$ cat src/hdl/sl_obi_pkg.sv
`default_nettype none

package sl_obi_pkg;

  // width of the outstanding-transfer count in the phase status
  localparam int unsigned OBI_CNT_W = 4;

  // one cycle of OBI handshake as seen by the observer
  typedef struct packed {
    logic req;
    logic gnt;
    logic gntpar;
    logic rvalid;
    logic we;
    logic integrity;
  } obi_bus_t;

  // ------------------------------------------------------------
  // derived status per bus
  // ------------------------------------------------------------
  typedef struct packed {
    logic                 addr_ph_cont;
    logic                 resp_ph_cont;
    logic [OBI_CNT_W-1:0] v_addr_ph_cnt;
  } obi_phase_t;

  // attributes of the request that a response belongs to
  typedef struct packed {
    logic valid;
    logic was_store;
    logic had_integrity;
    logic gntpar_error;
  } resp_attr_t;

  // address phase tracking
  typedef enum logic {
    PH_IDLE,
    PH_ADDR_WAIT
  } phase_state_e;

endpackage

`default_nettype wire

$ cat src/hdl/sl_core_pkg.sv
`default_nettype none

package sl_core_pkg;

  // ------------------------------------------------------------
  // PC mux sources as driven by the core controller
  // ------------------------------------------------------------
  typedef enum logic [2:0] {
    PC_BOOT,
    PC_JUMP,
    PC_BRANCH,
    PC_TRAP_EXC,
    PC_TRAP_DBE,
    PC_DRET
  } pc_mux_e;

  // retire port, reduced to what the flags need
  typedef struct packed {
    logic       valid;
    logic       dbg_mode;
    logic       is_dret;
    logic       trap;
    logic       exception;
    logic [4:0] exception_cause;
    logic       is_mmode;
    logic       is_umode;
  } retire_t;

  // controller events sampled every cycle
  typedef struct packed {
    logic    pc_set;
    pc_mux_e pc_mux;
    logic    fetch_enable;
    logic    debug_req;
  } core_ctrl_t;

  // trigger CSR write from the core's CSR stage
  typedef struct packed {
    logic        valid;
    logic [2:0]  tselect;
    logic [31:0] tdata1;
    logic [31:0] tdata2;
  } trig_wr_t;

  // derived flags for the property checks
  typedef struct packed {
    logic req_after_exception;
    logic first_debug_ins;
    logic first_fetch;
    logic recorded_dbg_req;
    logic exception_trigger_hit;
  } core_flags_t;

  // ------------------------------------------------------------
  // trigger field constants
  // ------------------------------------------------------------
  // type 15 in the top nibble, trigger disabled
  localparam logic [31:0] TDATA1_DEFAULT = 32'hF800_0000;
  localparam logic [3:0]  TYPE_ETRIGGER  = 4'd5;
  localparam int unsigned ET_M_BIT       = 9;
  localparam int unsigned ET_U_BIT       = 6;

endpackage

`default_nettype wire
$ cat src/hdl/sl_support_top.sv
`default_nettype none

module sl_support_top #(
  parameter int unsigned NUM_TRIGGERS = 4,
  parameter int unsigned FIFO_DEPTH   = 4,
  parameter int unsigned CNT_W        = 4
) (
  input  wire logic                    in_support_if,
  input  wire logic                    arst_n_i,
  input  wire sl_core_pkg::retire_t    retire_i,
  input  wire sl_core_pkg::core_ctrl_t ctrl_i,
  input  wire sl_core_pkg::trig_wr_t   trig_wr_i,
  input  wire sl_obi_pkg::obi_bus_t    data_bus_i,
  input  wire sl_obi_pkg::obi_bus_t    instr_bus_i,
  output sl_core_pkg::core_flags_t     flags_o,
  output sl_obi_pkg::obi_phase_t       data_phase_o,
  output sl_obi_pkg::obi_phase_t       instr_phase_o,
  output sl_obi_pkg::resp_attr_t       data_attr_o,
  output sl_obi_pkg::resp_attr_t       instr_attr_o
);

  // exception trigger hit into the flag logic
  logic etrig_hit;

  // ------------------------------------------------------------
  // core side
  // ------------------------------------------------------------
  sl_trigger_match #(
    .NUM_TRIGGERS (NUM_TRIGGERS)
  ) u_trigger_match (
    .in_support_if (in_support_if),
    .arst_n_i      (arst_n_i),
    .trig_wr_i     (trig_wr_i),
    .retire_i      (retire_i),
    .hit_o         (etrig_hit)
  );

  sl_support_ctrl u_support_ctrl (
    .in_support_if (in_support_if),
    .arst_n_i      (arst_n_i),
    .retire_i      (retire_i),
    .ctrl_i        (ctrl_i),
    .data_bus_i    (data_bus_i),
    .etrig_hit_i   (etrig_hit),
    .flags_o       (flags_o)
  );

  // ------------------------------------------------------------
  // bus side, one monitor and one buffer per bus
  // ------------------------------------------------------------
  sl_obi_phase_monitor #(
    .CNT_W (CNT_W)
  ) u_data_phase (
    .in_support_if (in_support_if),
    .arst_n_i      (arst_n_i),
    .bus_i         (data_bus_i),
    .phase_o       (data_phase_o)
  );

  sl_obi_phase_monitor #(
    .CNT_W (CNT_W)
  ) u_instr_phase (
    .in_support_if (in_support_if),
    .arst_n_i      (arst_n_i),
    .bus_i         (instr_bus_i),
    .phase_o       (instr_phase_o)
  );

  sl_req_attr_fifo #(
    .FIFO_DEPTH (FIFO_DEPTH)
  ) u_data_attr (
    .in_support_if (in_support_if),
    .arst_n_i      (arst_n_i),
    .bus_i         (data_bus_i),
    .attr_o        (data_attr_o)
  );

  sl_req_attr_fifo #(
    .FIFO_DEPTH (FIFO_DEPTH)
  ) u_instr_attr (
    .in_support_if (in_support_if),
    .arst_n_i      (arst_n_i),
    .bus_i         (instr_bus_i),
    .attr_o        (instr_attr_o)
  );

endmodule

`default_nettype wire

$ cat src/hdl/sl_support_ctrl.sv
`default_nettype none

module sl_support_ctrl (
  input  wire logic                    in_support_if,
  input  wire logic                    arst_n_i,
  input  wire sl_core_pkg::retire_t    retire_i,
  input  wire sl_core_pkg::core_ctrl_t ctrl_i,
  input  wire sl_obi_pkg::obi_bus_t    data_bus_i,
  input  wire logic                    etrig_hit_i,
  output sl_core_pkg::core_flags_t     flags_o
);

  import sl_core_pkg::*;

  // debug code tracking
  typedef enum logic [1:0] {
    DBG_OUT,
    DBG_IN,
    DBG_DRET
  } dbg_state_e;

  logic       trap_taken;
  logic       exc_active_q;
  logic       data_gnt_q;
  logic       req_after_exc_q;
  logic       late_req;
  dbg_state_e dbg_state_q;
  logic       fetch_seen_q;
  logic       rec_dbg_req_q;
  logic [1:0] dbg_req_cnt_q;

  // ------------------------------------------------------------
  // data request after a trap
  // ------------------------------------------------------------
  assign trap_taken = ctrl_i.pc_set
                   && ((ctrl_i.pc_mux == PC_TRAP_EXC) || (ctrl_i.pc_mux == PC_TRAP_DBE));

  // new address phase right after a granted one
  assign late_req = data_bus_i.req && data_gnt_q;

  always_ff @(posedge in_support_if or negedge arst_n_i) begin
    if (!arst_n_i) begin
      data_gnt_q      <= 1'b0;
      exc_active_q    <= 1'b0;
      req_after_exc_q <= 1'b0;
    end else begin
      data_gnt_q <= data_bus_i.gnt;
      if (trap_taken) begin
        exc_active_q <= 1'b1;
        if (late_req) begin
          req_after_exc_q <= 1'b1;
        end
      end else if (retire_i.valid) begin
        // the next retire closes the window
        exc_active_q    <= 1'b0;
        req_after_exc_q <= 1'b0;
      end else if (exc_active_q && late_req) begin
        req_after_exc_q <= 1'b1;
      end
    end
  end

  // ------------------------------------------------------------
  // debug entry
  // ------------------------------------------------------------
  // DBG_DRET holds off the flag for one cycle after a dret
  always_ff @(posedge in_support_if or negedge arst_n_i) begin
    if (!arst_n_i) begin
      dbg_state_q <= DBG_OUT;
    end else if (dbg_state_q == DBG_DRET) begin
      dbg_state_q <= DBG_OUT;
    end else if (retire_i.valid) begin
      if (retire_i.is_dret && !retire_i.trap) begin
        dbg_state_q <= DBG_DRET;
      end else if (retire_i.dbg_mode) begin
        dbg_state_q <= DBG_IN;
      end else begin
        dbg_state_q <= DBG_OUT;
      end
    end
  end

  // ------------------------------------------------------------
  // startup and debug request
  // ------------------------------------------------------------
  always_ff @(posedge in_support_if or negedge arst_n_i) begin
    if (!arst_n_i) begin
      fetch_seen_q <= 1'b0;
    end else if (ctrl_i.fetch_enable) begin
      fetch_seen_q <= 1'b1;
    end
  end

  // retire that arrives with the request does not count
  always_ff @(posedge in_support_if or negedge arst_n_i) begin
    if (!arst_n_i) begin
      rec_dbg_req_q <= 1'b0;
      dbg_req_cnt_q <= 2'd0;
    end else if (ctrl_i.debug_req) begin
      rec_dbg_req_q <= 1'b1;
      dbg_req_cnt_q <= retire_i.valid ? 2'd1 : 2'd2;
    end else if (retire_i.valid && rec_dbg_req_q) begin
      // drop on the last counted retire
      if (dbg_req_cnt_q == 2'd1) begin
        rec_dbg_req_q <= 1'b0;
      end
      dbg_req_cnt_q <= dbg_req_cnt_q - 2'd1;
    end
  end

  assign flags_o.req_after_exception   = req_after_exc_q;
  assign flags_o.first_debug_ins       = retire_i.valid && retire_i.dbg_mode
                                      && (dbg_state_q == DBG_OUT);
  assign flags_o.first_fetch           = ctrl_i.fetch_enable && !fetch_seen_q;
  assign flags_o.recorded_dbg_req      = rec_dbg_req_q;
  assign flags_o.exception_trigger_hit = etrig_hit_i;

endmodule

`default_nettype wire

$ cat src/hdl/sl_trigger_match.sv
`default_nettype none

module sl_trigger_match #(
  parameter int unsigned NUM_TRIGGERS = 4
) (
  input  wire logic                  in_support_if,
  input  wire logic                  arst_n_i,
  input  wire sl_core_pkg::trig_wr_t trig_wr_i,
  input  wire sl_core_pkg::retire_t  retire_i,
  output logic                       hit_o
);

  import sl_core_pkg::*;

  localparam int unsigned TYPE_MSB = 31;
  localparam int unsigned TYPE_LSB = 28;

  logic [NUM_TRIGGERS-1:0][31:0] tdata1_q;
  logic [NUM_TRIGGERS-1:0][31:0] tdata2_q;
  logic [NUM_TRIGGERS-1:0]       hits;

  // ------------------------------------------------------------
  // trigger CSR shadow
  // ------------------------------------------------------------
  // only implemented indices get a slot, so a write with
  // tselect at or above NUM_TRIGGERS matches no slot
  for (genvar t = 0; t < NUM_TRIGGERS; t++) begin : g_trig

    always_ff @(posedge in_support_if or negedge arst_n_i) begin
      if (!arst_n_i) begin
        tdata1_q[t] <= TDATA1_DEFAULT;
        tdata2_q[t] <= '0;
      end else if (trig_wr_i.valid && (trig_wr_i.tselect == 3'(t))) begin
        tdata1_q[t] <= trig_wr_i.tdata1;
        tdata2_q[t] <= trig_wr_i.tdata2;
      end
    end

    // exception trigger match on the retiring instruction
    logic is_etrig;
    logic cause_hit;
    logic mode_hit;

    // type field selects an exception trigger
    assign is_etrig = (tdata1_q[t][TYPE_MSB:TYPE_LSB] == TYPE_ETRIGGER);

    // tdata2 holds one enable bit per exception cause
    assign cause_hit = tdata2_q[t][retire_i.exception_cause];

    // M and U enables checked against the retiring privilege
    assign mode_hit = (retire_i.is_mmode && tdata1_q[t][ET_M_BIT])
                   || (retire_i.is_umode && tdata1_q[t][ET_U_BIT]);

    assign hits[t] = retire_i.valid
                  && retire_i.exception
                  && is_etrig
                  && cause_hit
                  && mode_hit;

  end

  // any trigger firing counts as a hit
  assign hit_o = |hits;

endmodule

`default_nettype wire

$ cat src/hdl/sl_req_attr_fifo.sv
`default_nettype none

module sl_req_attr_fifo #(
  parameter int unsigned FIFO_DEPTH = 4
) (
  input  wire logic                  in_support_if,
  input  wire logic                  arst_n_i,
  input  wire sl_obi_pkg::obi_bus_t  bus_i,
  output sl_obi_pkg::resp_attr_t     attr_o
);

  import sl_obi_pkg::*;

  localparam int unsigned IDX_W = (FIFO_DEPTH > 1) ? $clog2(FIFO_DEPTH) : 1;

  logic       gntpar_err;
  logic       gntpar_err_q;
  logic       accept;
  logic       push;
  logic       pop;
  logic       empty;
  logic       full;
  logic [IDX_W-1:0] wr_ptr_q;
  logic [IDX_W-1:0] rd_ptr_q;
  logic [IDX_W:0]   count_q;
  resp_attr_t       entry;
  resp_attr_t       mem_q [FIFO_DEPTH];

  // ------------------------------------------------------------
  // grant parity
  // ------------------------------------------------------------
  // gntpar must be the inverse of gnt while req is high
  // an error seen earlier in the same stalled request sticks
  assign gntpar_err = bus_i.req && ((bus_i.gnt == bus_i.gntpar) || gntpar_err_q);

  always_ff @(posedge in_support_if or negedge arst_n_i) begin
    if (!arst_n_i) begin
      gntpar_err_q <= 1'b0;
    end else if (bus_i.req && !bus_i.gnt) begin
      gntpar_err_q <= gntpar_err;
    end else begin
      gntpar_err_q <= 1'b0;
    end
  end

  // ------------------------------------------------------------
  // request to response ordering buffer
  // ------------------------------------------------------------
  assign accept = bus_i.req && bus_i.gnt;
  assign empty  = (count_q == '0);
  assign full   = (count_q == (IDX_W+1)'(FIFO_DEPTH));
  assign pop    = bus_i.rvalid && !empty;
  assign push   = accept && (!full || pop);

  // attributes captured at the accepting edge
  always_comb begin
    entry               = '0;
    entry.valid         = 1'b1;
    entry.was_store     = bus_i.we;
    entry.had_integrity = bus_i.integrity;
    entry.gntpar_error  = gntpar_err;
  end

  // entry storage, written at the tail on each accept
  always_ff @(posedge in_support_if) begin
    if (push) begin
      mem_q[wr_ptr_q] <= entry;
    end
  end

  always_ff @(posedge in_support_if or negedge arst_n_i) begin
    if (!arst_n_i) begin
      wr_ptr_q <= '0;
      rd_ptr_q <= '0;
      count_q  <= '0;
    end else begin
      if (push) begin
        wr_ptr_q <= wr_ptr_q + 1'b1;
      end
      if (pop) begin
        rd_ptr_q <= rd_ptr_q + 1'b1;
      end
      if (push && !pop) begin
        count_q <= count_q + 1'b1;
      end else if (pop && !push) begin
        count_q <= count_q - 1'b1;
      end
    end
  end

  // head entry shown while its response is on the bus
  always_comb begin
    attr_o = '0;
    if (pop) begin
      attr_o = mem_q[rd_ptr_q];
    end
  end

endmodule

`default_nettype wire

$ cat src/hdl/sl_obi_phase_monitor.sv
`default_nettype none

module sl_obi_phase_monitor #(
  parameter int unsigned CNT_W = 4
) (
  input  wire logic                  in_support_if,
  input  wire logic                  arst_n_i,
  input  wire sl_obi_pkg::obi_bus_t  bus_i,
  output sl_obi_pkg::obi_phase_t     phase_o
);

  import sl_obi_pkg::*;

  localparam logic [CNT_W-1:0] CNT_MAX = {CNT_W{1'b1}};

  phase_state_e     state_q;
  phase_state_e     state_d;
  logic             accept;
  logic [CNT_W-1:0] cnt_q;

  // ------------------------------------------------------------
  // address phase
  // ------------------------------------------------------------
  assign accept = bus_i.req && bus_i.gnt;

  // a request without grant leaves the address phase open
  always_comb begin
    state_d = PH_IDLE;
    if (bus_i.req && !bus_i.gnt) begin
      state_d = PH_ADDR_WAIT;
    end
  end

  always_ff @(posedge in_support_if or negedge arst_n_i) begin
    if (!arst_n_i) begin
      state_q <= PH_IDLE;
    end else begin
      state_q <= state_d;
    end
  end

  // ------------------------------------------------------------
  // outstanding transfers
  // ------------------------------------------------------------
  // accept and response together leave the count unchanged
  always_ff @(posedge in_support_if or negedge arst_n_i) begin
    if (!arst_n_i) begin
      cnt_q <= '0;
    end else if (accept && !bus_i.rvalid) begin
      // saturate rather than wrap
      if (cnt_q != CNT_MAX) begin
        cnt_q <= cnt_q + 1'b1;
      end
    end else if (bus_i.rvalid && !accept) begin
      if (cnt_q != '0) begin
        cnt_q <= cnt_q - 1'b1;
      end
    end
  end

  // continuation flags follow the bus in the same cycle
  assign phase_o.addr_ph_cont  = bus_i.req && (state_q == PH_ADDR_WAIT);
  assign phase_o.resp_ph_cont  = (cnt_q != '0) && !bus_i.rvalid;
  assign phase_o.v_addr_ph_cnt = OBI_CNT_W'(cnt_q);

endmodule

`default_nettype wire

$ cat config.mk
export PLATFORM = sky130hd
export DESIGN_NAME = sl_support_top
export DESIGN_NICKNAME = d
export VERILOG_FILES = /design/src/hdl/sl_obi_pkg.sv /design/src/hdl/sl_core_pkg.sv /design/src/hdl/sl_support_top.sv /design/src/hdl/sl_support_ctrl.sv /design/src/hdl/sl_trigger_match.sv /design/src/hdl/sl_req_attr_fifo.sv /design/src/hdl/sl_obi_phase_monitor.sv
export SDC_FILE = /design/constraint.sdc
export NUM_CORES = 1
export LEC_CHECK = 0
export ABC_CLOCK_PERIOD_IN_PS = 2100
export BUFFER_PORTS_ARGS = -buffer_cell sky130_fd_sc_hd__buf_2
export CORE_MARGIN = 4
export CORE_UTILIZATION = 54
export CTS_BUF_LIST = sky130_fd_sc_hd__clkbuf_8
export DETAILED_ROUTE_END_ITERATION = 7
export PLACE_DENSITY = 0.78
export SLEW_MARGIN = 20
export SYNTH_ARGS = -nofsm -noshare
export SYNTH_HDL_FRONTEND = slang
export SYNTH_SLANG_ARGS = --single-unit
$ cat constraint.sdc
create_clock -name in_support_if -period 2.1 [get_ports in_support_if]
set_input_delay 0 -clock in_support_if [delete_from_list [all_inputs] [get_ports in_support_if]]
set_output_delay 0 -clock in_support_if [all_outputs]
set_load 0.03 [all_outputs]
==> run metrics <==
vias=6186; Top Ports=125; Final Skew=~0.0063 ns; Final Wtd Congestion=0.7716; Max Buffers Root-to-Sink=3; antenna-violating nets left=0; CP required=~2.1 ns; number of synthesized register bits=about 210; GRT Resource Usage Total=21.70%; R2R setup slack=0.10 ns; Reg clk slew, reported paths=around 0.06 ns; Fill cells=1182; outcome=finished, violations left; power density over the cells=between 1000 and 1500 mW/mm^2; Synth area leaders=dfrtp_1 44%, mux2_2 18%, edfxtp_1 7.4%; site row count=48; pre-CTS setup slack=-0.02733 ns; CP arrival=between 2 and 2.5 ns; CP max FO=2; largest net degree at the start of global routing=64; synthesized area=just under 0.01 mm^2; cell count after synthesis=about 660; max-cap viol count=0; Pins Over Slew Limit=0; CP Capture Type=output pin; syn_area_per_cell=~15 um^2; slew margin rel.=approximately 63%; die area=slightly above 0.02 mm^2; Ys Warns=0; vias in the first global route=about 6700; Net Count, Synth=approximately 780; Setup violations, final=1; DR WL/cell=between 15 and 20 um; final worst slack=-0.3426 ns; DRT Pass-1 Iters=6; layout cell share with drive strength beyond 1=44.68%; slew of the pin with the lowest slew margin=about 0.54 ns; Post-route DRC=0; Port-buffer cells=about 100; Placeable Area=between 0.015 and 0.02 mm^2; Fin. Hold Viols=0; Max VDD drop=around 0.0011 V; Async S/R FF share, synth=88.63%; failing checks=negative setup slack; clk root buf=clkbuf_8; Synth top cells by count=171 x dfrtp_1, 158 x mux2_2, 31 x mux4_2, 24 x edfxtp_1, 23 x nand2_1; setup TNS=-0.3426 ns; Die H=roughly 140 um; layout net count=960; RSZ-0062 raised after global routing=true; CTS tree=built; worst r2r src=u_data_attr.count_q[0]$_DFFE_PN0P_; vias per inst=about 5.7; ys flop type=dfrtp_1; Worst Setup Start Kind=flop; period utilization=116.3%; top-count cell post-synth=dfrtp_1; max frequency=409.4 MHz; DIE WIDTH=approximately 140 um; crit path kind=reg -> out; worst hold path class=in -> async; first-pass GRT wire length=about 35000 um; P_leak=a little over 5 nW; CTS Buf Count=35; Routed Wire Length=about 21000 um; Yosys top cell area share=44.17%; largest area contributor in the netlist=dfrtp_1; Overflow after GRT=0; H-tree depth=2; fin crit period=around 2.4 ns; antenna violations before repair=0; Skew-Pair Late Insertion Delay=~0.5 ns; Final HPWL DP=14330 um; clock sinks=211; Core Util, Final=around two thirds; initial DRC count=320; synth unique cells=a little under 50; hold_ws=0.01818 ns; register area share after synthesis=55.95%; Layout area overhead=23.06%; EDFF count, synth=24; Worst R2R End=u_data_attr.count_q[1]$_DFFE_PN0P_; cell count of the worst reg-to-reg path=6; Initial Util=approximately 56%
cells by family (layout without fill, tap and decap cells):
| family | Yosys count | in the layout | share of synthesized area, % |
|---|---|---|---|
| flip-flops | 211 | 211 | 55.95 |
| multiplexers | 206 | 206 | 28.00 |
| AND/OR/NAND/NOR | 95 | 95 | 5.244 |
| buffers and inverters | 52 | 260 | 2.544 |
| AO/OA/AOI/OAI | 51 | 51 | 3.500 |
| XOR/XNOR | 22 | 22 | 1.989 |
| adder cells (fa/ha/maj) | 19 | 19 | 2.764 |
| other | 0 | 1 | 0 |
metal layers:
metal	share of wire (%)	GRT usage, %
met5	0	0
met1	42	29.38
met4	1.8	6.263
met2	50	36.22
met3	5.4	4.301
how the worst max path moves through the flow:
stage                                             start                             endpoint  slack (ns)  cells past startpoint
5_1_grt        u_trigger_match.tdata2_q[79]$_DFFE_PN0P_                           flags_o[0]       -0.43                      6
3_3_place_gp                                retire_i[3]                           flags_o[0]        0.16                      7
2_1_floorplan       u_instr_attr.count_q[2]$_DFFE_PN0P_  u_instr_attr.count_q[2]$_DFFE_PN0P_        0.12                      8
6_report       u_trigger_match.tdata2_q[79]$_DFFE_PN0P_                           flags_o[0]       -0.34                      6
4_1_cts        u_trigger_match.tdata2_q[79]$_DFFE_PN0P_                           flags_o[0]       -0.39                      6
3_5_place_dp         u_data_attr.count_q[0]$_DFFE_PN0P_   u_data_attr.count_q[2]$_DFFE_PN0P_       -0.03                      7
power by group:
part / switching, W / internal, W / total (W)
Clock: 0.00154 / 0.00208 / 0.00363
Sequential: 0.000690 / 0.00513 / 0.00582
Combinational: 0.00141 / 0.00168 / 0.00309
flip-flops by register name, indices dropped and copies added (netlist names), 2 cells and up:
| register | count |
|---|---|
| u_data_attr.wr_ptr_q | 2 |
| u_instr_attr.wr_ptr_q | 2 |
| u_instr_phase.cnt_q | 4 |
| u_data_attr.rd_ptr_q | 2 |
| u_trigger_match.tdata2_q | 128 |
| u_trigger_match.tdata1_q | 24 |
| u_data_attr.mem_q | 12 |
| u_support_ctrl.dbg_state_q | 2 |
| u_instr_attr.rd_ptr_q | 2 |
| u_instr_attr.mem_q | 12 |
| u_data_phase.cnt_q | 4 |
| u_support_ctrl.dbg_req_cnt_q | 2 |
| u_data_attr.count_q | 3 |
| u_instr_attr.count_q | 3 |
repair_timing:
item,in CTS,in global routing
gates resized for setup,6,4
endpoints found under the hold margin,367,0
pin swaps,1,6
endpoints found under the setup margin,2,3
buffers inserted,0,4
hold buffers,63,0
cells in the final DEF (no fill, tap or decap), drive strengths merged, types with 16 or more instances in the layout:
cell         count
and2            16
buf            121
clkbuf          43
dfrtp          171
dfstp           16
dlygate4sd3     63
edfxtp          24
inv             29
mux2           158
mux4            35
nand2           23
nor2            18
per-stage QoR:
step / total power, W / cells / cell area [um^2]
floorplan: 0.007861 / 656 / 9687
global placement: 0.008528 / 962 / 10530
detailed placement: 0.008837 / 962 / 10530
CTS: 0.01261 / 1085 / 11870
global route: 0.01326 / 1089 / 11920
finish: 0.01253 / 1090 / 11920
critical path, stage by stage, from the launching register on:
cell and delay (ns):
dfrtp_1 0.40, mux4_2 0.46, mux4_2 0.51, o21ai_2 0.13
a31o_1 0.11, nand4_1 0.15, buf_6 0.19
layout make-up:
class	instances	area [um^2]	share of cell area [%]
antenna	1	2.502	0.02099
clock buffer	43	591.8	4.965
clock inverter	17	117.6	0.9867
inverter	16	60.06	0.5038
multi-input combinational	393	4053	34.00
sequential	211	5420	45.47
tap	225	281.5	2.362
timing repair buffer	184	1394	11.69
No activity file was read; power rests on OpenSTA's default activity.
